===== config.mk =====
export PLATFORM = sky130hd
export DESIGN_NAME = fpu_top
export DESIGN_NICKNAME = d
export VERILOG_FILES = /design/src/fpu_pkg.sv /design/src/fpu_stage_if.sv /design/src/fpu_operand_if.sv /design/src/fpu_top.sv /design/src/fpu_pack.sv /design/src/fpu_normalize.sv /design/src/fpu_arith.sv /design/src/fpu_unpack.sv
export SDC_FILE = /design/constraint.sdc
export NUM_CORES = 2
export LEC_CHECK = 0
export BUFFER_PORTS_ARGS = -buffer_cell sky130_fd_sc_hd__buf_2
export CAP_MARGIN = 40
export CORE_MARGIN = 3
export CORE_UTILIZATION = 45
export CTS_CLUSTER_DIAMETER = 80
export DETAILED_ROUTE_END_ITERATION = 8
export SLEW_MARGIN = 0
export SYNTH_ARGS = -nofsm -noshare
export SYNTH_HDL_FRONTEND = slang
export SYNTH_HIERARCHICAL = 1
export SYNTH_SLANG_ARGS = --single-unit

===== constraint.sdc =====
create_clock -name clk -period 18.75 [get_ports clk]
set_input_delay 3.75 -clock clk [delete_from_list [all_inputs] [get_ports clk]]
set_output_delay 3.75 -clock clk [all_outputs]
set_load 0.01 [all_outputs]

===== src/fpu_pkg.sv =====
package fpu_pkg;

    // word geometry
    localparam int WORD_W     = 32;
    localparam int EXP_W      = 8;
    localparam int FRAC_W     = 23;
    localparam int MANT_W     = 24;   // fraction plus hidden one
    localparam int WIDE_W     = 48;   // product width, also holds aligned sums
    localparam int EXP_WIDE_W = 10;   // signed, room for mul exponent range

    localparam int EXP_BIAS = 127;
    localparam int EXP_MAX  = 255;

    // sel codes
    localparam logic [1:0] OP_ADD = 2'd0;
    localparam logic [1:0] OP_SUB = 2'd1;
    localparam logic [1:0] OP_MUL = 2'd2;
    localparam logic [1:0] OP_DIV = 2'd3;   // no divider, always NaN

    // operand classes
    localparam int CLS_W = 2;
    localparam logic [CLS_W-1:0] CLS_ZERO = 2'd0;   // also denormals
    localparam logic [CLS_W-1:0] CLS_NORM = 2'd1;
    localparam logic [CLS_W-1:0] CLS_INF  = 2'd2;
    localparam logic [CLS_W-1:0] CLS_NAN  = 2'd3;

    localparam logic [WORD_W-1:0] QNAN_WORD = 32'h7fc0_0000;

    // one ieee-754 single, seen as raw bits or as fields
    typedef union packed {
        logic [WORD_W-1:0] bits;
        struct packed {
            logic              sign;
            logic [EXP_W-1:0]  exp;
            logic [FRAC_W-1:0] frac;
        } f;
    } fp_word_u;

endpackage

===== src/fpu_stage_if.sv =====
interface fpu_stage_if import fpu_pkg::*; ();

    // value is mant * 2^(exp - bias - 46)
    logic [1:0]                    op;
    logic                          sign;
    logic signed [EXP_WIDE_W-1:0]  exp;
    logic [WIDE_W-1:0]             mant;
    logic [CLS_W-1:0]              a_cls;   // carried for the special cases
    logic [CLS_W-1:0]              b_cls;

    modport producer (
        output op,
        output sign,
        output exp,
        output mant,
        output a_cls,
        output b_cls
    );

    modport consumer (
        input op,
        input sign,
        input exp,
        input mant,
        input a_cls,
        input b_cls
    );

endinterface


===== src/fpu_operand_if.sv =====
interface fpu_operand_if import fpu_pkg::*; ();

    logic [1:0]       op;       // add, mul or div only
    logic             a_sign;
    logic [EXP_W-1:0] a_exp;
    logic [MANT_W-1:0] a_mant;  // hidden one included
    logic [CLS_W-1:0] a_cls;
    logic             b_sign;   // already flipped for sub
    logic [EXP_W-1:0] b_exp;
    logic [MANT_W-1:0] b_mant;
    logic [CLS_W-1:0] b_cls;

    modport producer (
        output op,
        output a_sign, a_exp, a_mant, a_cls,
        output b_sign, b_exp, b_mant, b_cls
    );

    modport consumer (
        input op,
        input a_sign, a_exp, a_mant, a_cls,
        input b_sign, b_exp, b_mant, b_cls
    );

endinterface


===== src/fpu_top.sv =====
module fpu_top import fpu_pkg::*; (
    input  logic              clk,
    input  logic              rst,
    input  logic [WORD_W-1:0] a,
    input  logic [WORD_W-1:0] b,
    input  logic [1:0]        sel,
    output logic [WORD_W-1:0] y,
    output logic              err,
    output logic              overflow
);

    fpu_operand_if opnd ();
    fpu_stage_if   arith_q ();   // after align/add or multiply
    fpu_stage_if   norm_q ();    // after leading-one shift

    // stage 0
    fpu_unpack u_unpack (
        .clk  (clk),
        .rst  (rst),
        .a    (a),
        .b    (b),
        .sel  (sel),
        .opnd (opnd.producer)
    );

    // stage 1
    fpu_arith u_arith (
        .clk  (clk),
        .rst  (rst),
        .opnd (opnd.consumer),
        .res  (arith_q.producer)
    );

    // stage 2
    fpu_normalize u_normalize (
        .clk   (clk),
        .rst   (rst),
        .in_q  (arith_q.consumer),
        .out_q (norm_q.producer)
    );

    // stage 3, result three edges after sampling
    fpu_pack u_pack (
        .clk      (clk),
        .rst      (rst),
        .in_q     (norm_q.consumer),
        .y        (y),
        .err      (err),
        .overflow (overflow)
    );

endmodule


===== src/fpu_pack.sv =====
module fpu_pack import fpu_pkg::*; (
    input  logic              clk,
    input  logic              rst,
    fpu_stage_if.consumer     in_q,
    output logic [WORD_W-1:0] y,
    output logic              err,
    output logic              overflow
);

    logic     a_zero, b_zero, a_inf, b_inf, any_nan;
    logic     is_mul;
    logic     nan_res;
    fp_word_u y_w;
    logic     err_d;
    logic     ovf_d;

    assign a_zero  = (in_q.a_cls == CLS_ZERO);
    assign b_zero  = (in_q.b_cls == CLS_ZERO);
    assign a_inf   = (in_q.a_cls == CLS_INF);
    assign b_inf   = (in_q.b_cls == CLS_INF);
    assign any_nan = (in_q.a_cls == CLS_NAN) || (in_q.b_cls == CLS_NAN);
    assign is_mul  = (in_q.op == OP_MUL);

    // invalid operations
    assign nan_res = (in_q.op == OP_DIV) || any_nan ||
                     (!is_mul && a_inf && b_inf) ||
                     (is_mul && ((a_inf && b_zero) || (a_zero && b_inf)));

    always_comb
    begin
        y_w.bits   = '0;
        err_d      = 1'b0;
        ovf_d      = 1'b0;
        y_w.f.sign = in_q.sign;
        if (nan_res)
        begin
            y_w.bits = QNAN_WORD;
            err_d    = 1'b1;
        end
        else if (a_inf || b_inf)
        begin
            y_w.f.exp = EXP_W'(EXP_MAX);   // sign already set by arith
            ovf_d     = 1'b1;
        end
        else if (in_q.mant == '0)
        begin
            // exact zero, +0 for add unless both inputs were zero
            y_w.f.sign = is_mul ? in_q.sign : (a_zero && b_zero && in_q.sign);
        end
        else if (in_q.exp >= EXP_MAX)
        begin
            y_w.f.exp = EXP_W'(EXP_MAX);
            ovf_d     = 1'b1;
        end
        else if (in_q.exp <= 0)
        begin
            ovf_d = 1'b1;   // flush to signed zero
        end
        else
        begin
            y_w.f.exp  = in_q.exp[EXP_W-1:0];
            y_w.f.frac = in_q.mant[WIDE_W-2 -: FRAC_W];   // truncate below bit 24
        end
    end

    always_ff @(posedge clk or posedge rst)
    begin
        if (rst)
        begin
            y        <= '0;
            err      <= 1'b0;
            overflow <= 1'b0;
        end
        else
        begin
            y        <= y_w.bits;
            err      <= err_d;
            overflow <= ovf_d;
        end
    end

endmodule


===== src/fpu_normalize.sv =====
module fpu_normalize import fpu_pkg::*; (
    input  logic          clk,
    input  logic          rst,
    fpu_stage_if.consumer in_q,
    fpu_stage_if.producer out_q
);

    logic [5:0]        lz;
    logic [WIDE_W-1:0] mant_sh;

    // bisecting leading zero count, low end padded with ones
    function automatic logic [5:0] lzc(input logic [WIDE_W-1:0] v);
        logic [63:0] x;
        logic [5:0]  n;
        x = {v, {(64-WIDE_W){1'b1}}};
        n = '0;
        if (x[63:32] == '0)
        begin
            n[5] = 1'b1;
            x    = x << 32;
        end
        if (x[63:48] == '0)
        begin
            n[4] = 1'b1;
            x    = x << 16;
        end
        if (x[63:56] == '0)
        begin
            n[3] = 1'b1;
            x    = x << 8;
        end
        if (x[63:60] == '0)
        begin
            n[2] = 1'b1;
            x    = x << 4;
        end
        if (x[63:62] == '0)
        begin
            n[1] = 1'b1;
            x    = x << 2;
        end
        n[0] = ~x[63];
        return n;
    endfunction

    assign lz      = lzc(in_q.mant);
    assign mant_sh = in_q.mant << lz;   // leading one to bit 47

    always_ff @(posedge clk or posedge rst)
    begin
        if (rst)
        begin
            out_q.op    <= '0;
            out_q.sign  <= 1'b0;
            out_q.exp   <= '0;
            out_q.mant  <= '0;
            out_q.a_cls <= '0;
            out_q.b_cls <= '0;
        end
        else
        begin
            out_q.op    <= in_q.op;
            out_q.sign  <= in_q.sign;
            out_q.a_cls <= in_q.a_cls;
            out_q.b_cls <= in_q.b_cls;
            if (in_q.mant == '0)
            begin
                out_q.exp  <= in_q.exp;   // zero passes untouched
                out_q.mant <= '0;
            end
            else
            begin
                out_q.exp  <= in_q.exp + EXP_WIDE_W'(1) - EXP_WIDE_W'(lz);
                out_q.mant <= mant_sh;
            end
        end
    end

endmodule


===== src/fpu_arith.sv =====
module fpu_arith import fpu_pkg::*; (
    input  logic            clk,
    input  logic            rst,
    fpu_operand_if.consumer opnd,
    fpu_stage_if.producer   res
);

    logic                          a_big;
    logic                          big_sign;
    logic [EXP_W-1:0]              big_exp;
    logic [EXP_W-1:0]              small_exp;
    logic [EXP_W-1:0]              exp_diff;
    logic [MANT_W-1:0]             big_mant;
    logic [MANT_W-1:0]             small_mant;
    logic [MANT_W-1:0]             small_algn;
    logic [MANT_W:0]               sum;
    logic [WIDE_W-1:0]             prod;
    logic signed [EXP_WIDE_W-1:0]  mul_exp;

    // add path, larger magnitude operand goes first
    always_comb
    begin
        a_big = (opnd.a_exp > opnd.b_exp) ||
                ((opnd.a_exp == opnd.b_exp) && (opnd.a_mant >= opnd.b_mant));   // ties keep a

        big_sign   = a_big ? opnd.a_sign : opnd.b_sign;
        big_exp    = a_big ? opnd.a_exp  : opnd.b_exp;
        small_exp  = a_big ? opnd.b_exp  : opnd.a_exp;
        big_mant   = a_big ? opnd.a_mant : opnd.b_mant;
        small_mant = a_big ? opnd.b_mant : opnd.a_mant;

        exp_diff = big_exp - small_exp;
        if (exp_diff > EXP_W'(MANT_W))
            small_algn = '0;   // shifted out entirely
        else
            small_algn = small_mant >> exp_diff;   // truncating alignment

        if (opnd.a_sign == opnd.b_sign)
            sum = {1'b0, big_mant} + {1'b0, small_algn};
        else
            sum = {1'b0, big_mant} - {1'b0, small_algn};   // never negative
    end

    // mul path
    assign prod    = opnd.a_mant * opnd.b_mant;
    assign mul_exp = EXP_WIDE_W'(opnd.a_exp) + EXP_WIDE_W'(opnd.b_exp)
                     - EXP_WIDE_W'(EXP_BIAS);

    always_ff @(posedge clk or posedge rst)
    begin
        if (rst)
        begin
            res.op    <= '0;
            res.sign  <= 1'b0;
            res.exp   <= '0;
            res.mant  <= '0;
            res.a_cls <= '0;
            res.b_cls <= '0;
        end
        else
        begin
            res.op    <= opnd.op;
            res.a_cls <= opnd.a_cls;
            res.b_cls <= opnd.b_cls;
            if (opnd.op == OP_MUL)
            begin
                res.sign <= opnd.a_sign ^ opnd.b_sign;
                res.exp  <= mul_exp;
                res.mant <= prod;
            end
            else
            begin
                // div also lands here, pack overrides it
                res.sign <= big_sign;
                res.exp  <= EXP_WIDE_W'(big_exp);
                res.mant <= {sum, {(WIDE_W-MANT_W-1){1'b0}}};   // sum at bits 47..23
            end
        end
    end

endmodule


===== src/fpu_unpack.sv =====
module fpu_unpack import fpu_pkg::*; (
    input  logic              clk,
    input  logic              rst,
    input  logic [WORD_W-1:0] a,
    input  logic [WORD_W-1:0] b,
    input  logic [1:0]        sel,
    fpu_operand_if.producer   opnd
);

    fp_word_u a_w;
    fp_word_u b_w;

    assign a_w.bits = a;
    assign b_w.bits = b;

    function automatic logic [CLS_W-1:0] classify(input fp_word_u w);
        if (w.f.exp == '0)
            return CLS_ZERO;   // denormals flushed
        else if (w.f.exp == EXP_W'(EXP_MAX))
            return (w.f.frac == '0) ? CLS_INF : CLS_NAN;
        else
            return CLS_NORM;
    endfunction

    function automatic logic [MANT_W-1:0] mantissa(input fp_word_u w);
        return (classify(w) == CLS_ZERO) ? '0 : {1'b1, w.f.frac};
    endfunction

    always_ff @(posedge clk or posedge rst)
    begin
        if (rst)
        begin
            opnd.op     <= '0;
            opnd.a_sign <= 1'b0;
            opnd.a_exp  <= '0;
            opnd.a_mant <= '0;
            opnd.a_cls  <= '0;
            opnd.b_sign <= 1'b0;
            opnd.b_exp  <= '0;
            opnd.b_mant <= '0;
            opnd.b_cls  <= '0;
        end
        else
        begin
            opnd.op     <= (sel == OP_SUB) ? OP_ADD : sel;   // sub becomes add
            opnd.a_sign <= a_w.f.sign;
            opnd.a_exp  <= a_w.f.exp;
            opnd.a_mant <= mantissa(a_w);
            opnd.a_cls  <= classify(a_w);
            opnd.b_sign <= b_w.f.sign ^ (sel == OP_SUB);   // negate b for sub
            opnd.b_exp  <= b_w.f.exp;
            opnd.b_mant <= mantissa(b_w);
            opnd.b_cls  <= classify(b_w);
        end
    end

endmodule


### Word level (Yosys, flattened, before mapping)

Index checks and enable logic that the tools add are counted.

| cells by class | value |
|---|---|
| equality and inequality tests | 12 |
| $add $sub $neg | 7 |
| muxes and demuxes | 47 |
| $mul | 1 |
| bitwise gates (word level) | 3 |
| shift-type cells | 2 |
| reduce and logical (&&, ||, !) cells | 31 |
| order comparisons | 5 |

Operators with widths:

| kind | number |
|---|---|
| 64-bit 2-to-1 mux | 5 |
| 24-bit 2-to-1 mux | 5 |
| 48-bit logical NOT | 2 |
| 48-bit 2-to-1 mux | 2 |
| 31-bit 2-to-1 mux | 2 |
| 24-bit by 24-bit multiplier with 48-bit output | 1 |
| 48-bit by 6-bit << shifter with 48-bit output | 1 |
| 23-bit logical NOT | 2 |
| 23-bit 2-to-1 mux | 2 |
| 32-bit logical NOT | 1 |
| 32-bit 2-to-1 mux | 1 |
| 8-bit 2-to-1 mux | 4 |
| 24-bit by 24-bit adder with 25-bit output | 1 |
| 25-bit 2-to-1 mux | 1 |
| 24-bit by 24-bit subtractor with 25-bit output | 1 |
| 24-bit >= comparator | 1 |
| 8-bit logical NOT | 3 |
| 24-bit by 8-bit right shift with 24-bit output | 1 |
| 10-bit 2-to-1 mux | 2 |
| 1-bit 2-to-1 mux | 18 |
| 8-bit == test (second input constant) | 2 |
| 16-bit logical NOT | 1 |
| 2-bit == test (second input constant) | 7 |
| 10-bit by 1-bit adder with 10-bit output (second input constant) | 1 |
| other kinds (19) | 41 |

| storage, ports and cells | value |
|---|---|
| bits in registers | 236 |
| input bits | 68 |
| logic and storage cells | 132 |

### Longest topological paths before layout

| depth | value |
|---|---|
| depth in word-level cells | 13 |
| gate-level depth with buffers | 44 |
| mapped depth without buffers | 38 |

### Hierarchy

The synthesis kept the hierarchy.

Modules (own cells, without submodules):

| module | times used | seq. area each (um2) | area an instance (um2) | cells an instance |
|---|---|---|---|---|
| fpu_arith | 1 | 1626.6 | 26759.4 | 3173 |
| fpu_normalize | 1 | 1626.6 | 6137.1 | 714 |
| fpu_unpack | 1 | 1801.7 | 2326.0 | 159 |
| fpu_pack | 1 | 850.8 | 1441.4 | 128 |

### Worst setup path before layout

Ideal clock, no wire load.

| timing path | value |
|---|---|
| path kind | register to register |
| start point | register u_unpack.opnd.b_mant[5] |
| end point | register u_arith.res.mant[47] |
| data required time | 18615 ps |
| arrival time | 8447 ps |
| cell stages (with the launch flop) | 44 |
| clock period less this slack | 8582 ps |
| setup slack | 10168 ps |
| path through | dfrtp_1 -> clkbuf_1 -> inv_1 -> ha_1 -> or4_1 -> a21oi_1 -> o21a_2 -> o211ai_1 -> nand2_1 -> buf_2 -> buf_2 -> a21oi_1 -> ha_1 -> clkbuf_1 -> clkbuf_1 -> clkbuf_1 -> nor2_1 -> a21oi_1 -> [8 not listed] -> nor2_1 -> xor2_1 -> ha_1 -> nor2b_1 -> o21a_1 -> o21ai_0 -> a2111oi_0 -> or3_1 -> a41o_1 -> a31o_2 -> a21o_1 -> nand4_1 -> nand4b_1 -> a21o_1 -> a21oi_1 -> o21ai_0 -> xnor2_1 -> o21ai_0 |

| between the ends | value |
|---|---|
| word-level cells in the longest chain between the ends | 10 |
| elaborated cells between the ends (all ways) | 16 |
| classes of those cells | add/sub: 3; mul: 1; order compare: 2; shift: 1; mux: 7; reduce/logical: 2 |

Ends and longest elaborated chain:

| item | line | text |
|---|---|---|
| start: declaration | fpu_operand_if.sv:16 | `output b_sign, b_exp, b_mant, b_cls` |
| start signal: assignment | fpu_unpack.sv:52 | `opnd.b_mant <= mantissa(b_w);` |
| 24-bit >= comparator | fpu_arith.sv:24 | `((opnd.a_exp == opnd.b_exp) && (opnd.a_mant >= opnd.b_mant));` |
| 1-bit logical AND | fpu_arith.sv:24 |  |
| 1-bit logical OR | fpu_arith.sv:23 | `a_big = (opnd.a_exp > opnd.b_exp) \|\|` |
| 8-bit 2-to-1 mux, on equally long branches | fpu_arith.sv:27, fpu_arith.sv:28 |  |
| 8-bit subtractor | fpu_arith.sv:32 | `exp_diff = big_exp - small_exp;` |
| 24-bit by 8-bit right shift with 24-bit output / 8-bit by 5-bit greater-than comparator with 1-bit output (equally long branches) | fpu_arith.sv:36, fpu_arith.sv:33 |  |
| 24-bit 2-to-1 mux | fpu_arith.sv:33 | `if (exp_diff > EXP_W'(MANT_W))` |
| 24-bit by 24-bit subtractor with 25-bit output / 24-bit by 24-bit adder with 25-bit output (equally long branches) | fpu_arith.sv:41, fpu_arith.sv:39 |  |
| 25-bit 2-to-1 mux | fpu_arith.sv:38 | `if (opnd.a_sign == opnd.b_sign)` |
| 48-bit 2-to-1 mux * | fpu_arith.sv:65 | `if (opnd.op == OP_MUL)` |
| end signal: assignment | fpu_arith.sv:69 | `res.mant <= prod;` |
| end signal: assignment | fpu_arith.sv:76 | `res.mant <= {sum, {(WIDE_W-MANT_W-1){1'b0}}};` |
| end: declaration | fpu_stage_if.sv:15 | `output mant,` |

Every way passes the cells marked *; elsewhere a longest branch is shown, timed or not.

### Worst setup path in the final report

| timing path | value |
|---|---|
| start point | register u_unpack.opnd.b_mant[16] |
| end point | register u_arith.res.mant[47] |

The elaborated chain is that of the path after synthesis.

==> results.cfg <==
[status]
run_status = finished, final reports clean

[detailed_routing]
routedWlPerCell_um = 22.9
first_pass_iters = 6
dr_total_vias = 30305
route.detailed.drc = 0
drtIter0Drc = 2647
drt-total-wl_mm = 120
vias_per_cell = 5.79
ant_nets = 0

[sta]
post-route-period-util_pct = 57.6
setup_viol = 0
fin_tns_setup_ns = 0
finClkSkew_ns = 0.0118
hold_viol = 0
slew_headroom_pct = 34.3
drv_slew = 0
post-route-min-period_ns = 10.79
max_freq_ghz = 0.0927
worst_pin_slew_ns = 0.986
rsz0062_at_grt = no

[final_layout]
nFillCells = 7858
area_delta_synth_final_pct = 7.33
nets = 4991
drive_above_1_share_pct = 9.46

[hold_path]
whs_path_depth = 0
hold_class = flop to flop

[die]
die-area_sq_um = 84900
initial_core_util_pct = 45.4
coreArea_sq_um = 80700
dieWidth_um = 291
num_rows = 104
io_pins = 102
die_y_um = 291

[placement]
port_buffers = 101
gp_congestion = 0.980
dp_hpwl_mm = 93.9

[critical_path]
slowest_delay_ns = 0.53
cp_data_arrival_time_ns = 11.29
end_kind = flop
worst-path-buf-inv = 7
crit_family = compound AO/OA/AOI/OAI gates
cp_slowest_cell = inv_1
crit_cells = 42
crit_type = flop to flop
worstPathMaxFanout = 52
cp-start-kind = flop
reg2reg_depth = 42
worstPathRequired_ns = 19.24

[global_routing]
grt_start_max_net_pins = 66
grt_pass1_wl_mm = 188
antenna_found_initial = 1
grt_pass1_vias = 30751
grt_use_total_pct = 28.6
grt_overflow = 0

[clocking]
cts.repair.resized = 0
cts_hold_buf = 0
clk_pin_slew_ns = 0.06
clockBufferDepth = 3
clock-sinks = 236
cts_buffers = 31
cts_tree = built
clock-root-buffer = clkbuf_16
htree_levels = 1
post_cts_buffers = 0
insertion_delay_ns = 0.62

[logic_synthesis]
synth_seq_cells = 236
synth_flop_cell = dfrtp_1
yosysSeqAreaShare_pct = 16.1
synth_area_leaders = fa_1 26%, dfrtp_1 16%, ha_1 9.7%
netlist_top_cells_count = 597 x inv_1, 547 x nand2_1, 485 x fa_1
synth_fp_nets = 5012
yosysWarnings = 6
synth_top_area_share_pct = 26.5
yosysTopAreaCell = fa_1
synth_cells = 4174
async_reset_ff_share_pct = 100
synth.most_common_cell = inv_1
netlist_area_sq_um = 36700
synth_edf_count = 0
ys_types = 112
synth_area_per_cell_sq_um = 8.78

[job]
maxCapViolCount = 0
state kept, by name, indices dropped and copies added, names as in the netlist, 2 cells and up:
register and cells:
u_arith/res.b_cls 2, u_normalize/out_q.op 2, u_unpack/opnd.a_mant 24, u_normalize/out_q.a_cls 2, u_normalize/out_q.mant 48, u_normalize/out_q.b_cls 2
u_normalize/out_q.exp 10, u_unpack/opnd.b_exp 8, u_unpack/opnd.a_cls 2, u_unpack/opnd.b_mant 24, u_arith/res.exp 10, u_arith/res.mant 48
u_arith/res.op 2, u_unpack/opnd.op 2, u_arith/res.a_cls 2, u_unpack/opnd.a_exp 8, u_pack/y 32, u_unpack/opnd.b_cls 2
per-layer routing:
| layer | share of wire (%) | global-route usage, % |
|---|---|---|
| met5 | 0 | 0 |
| met4 | 5.0 | 11.5 |
| met3 | 7.0 | 3.65 |
| met2 | 46 | 46.3 |
| met1 | 42 | 39.0 |
per-stage QoR:
step	setup slack (ns)	hold slack (ns)	instance area (sq um)	std cells	utilization (%)
after floorplan	10.17	0.331	36700	4174	-
after global placement	7.80	0.335	38100	5168	47.2
after detailed placement	8.19	0.337	38200	5179	47.4
after CTS	8.16	0.346	39300	5236	48.8
after global routing	6.99	0.354	39300	5237	48.8
final	7.96	0.349	39400	5238	48.8
cells in the final DEF, fill, tap and decap left out, drive strengths merged, types with 33 or more instances in the layout:
| master | netlist | layout |
|---|---|---|
| inv | 599 | 603 |
| nand2 | 548 | 548 |
| fa | 485 | 485 |
| ha | 285 | 285 |
| and2 | 241 | 241 |
| dfrtp | 236 | 236 |
| nor2 | 228 | 228 |
| buf | 47 | 196 |
| a21oi | 187 | 187 |
| o21ai | 154 | 154 |
| mux2i | 79 | 79 |
| nor3 | 62 | 62 |
| nand3 | 57 | 57 |
| xnor2 | 49 | 49 |
| nor4 | 49 | 49 |
| a21o | 47 | 47 |
| and3 | 44 | 44 |
| xor2 | 41 | 41 |
| clkbuf | 203 | 38 |
| mux2 | 35 | 35 |
| o22ai | 34 | 34 |
| nand4 | 33 | 33 |
worst reg2reg max path, delay by kind of cell, from the launching register on:
kind / cells / cell delay (ns)
mux: 1 / 0.28
xor+xnor: 2 / 0.34
flops: 1 / 0.33
simple gates: 10 / 1.87
buf+inv: 7 / 2.23
fa+ha+maj: 4 / 1.14
compound gates: 18 / 4.45
layout make-up:
cell class / instances / area [sq um] / area share [%]
Sequential cell: 236 / 5910 / 15.0
Clock inverter: 19 / 255 / 0.649
Clock buffer: 38 / 842 / 2.14
Antenna cell: 1 / 2.50 / 0.00636
Timing Repair Buffer: 196 / 1270 / 3.24
Tap cell: 1060 / 1330 / 3.37
Multi-Input combinational cell: 3088 / 27500 / 69.9
Inverter: 600 / 2250 / 5.73
cells by family after synthesis:
group	after synthesis	synth area share, %
buffers and inverters	850	9.02
XOR/XNOR	90	2.15
AND/OR/NAND/NOR	1357	18.0
AO/OA/AOI/OAI	731	13.7
flip-flops	236	16.1
multiplexers	140	4.83
adder cells (fa/ha/maj)	770	36.2
worst paths after layout:
kind	start	endpoint	slack (ns)
min in group asynchronous	rst	u_unpack/opnd.b_mant[3]	3.26
min	u_arith/res.b_cls[0]	u_normalize/out_q.b_cls[0]	0.35
max in group asynchronous	rst	u_unpack/opnd.b_mant[20]	14.38
max	u_unpack/opnd.b_mant[16]	u_arith/res.mant[47]	7.96
min reg2reg	u_arith/res.b_cls[0]	u_normalize/out_q.b_cls[0]	0.35
max reg2reg	u_unpack/opnd.b_mant[16]	u_arith/res.mant[47]	7.96
Power is not shown: default switching activity piles up to over one toggle a cycle in this logic, so the estimate is an artifact.
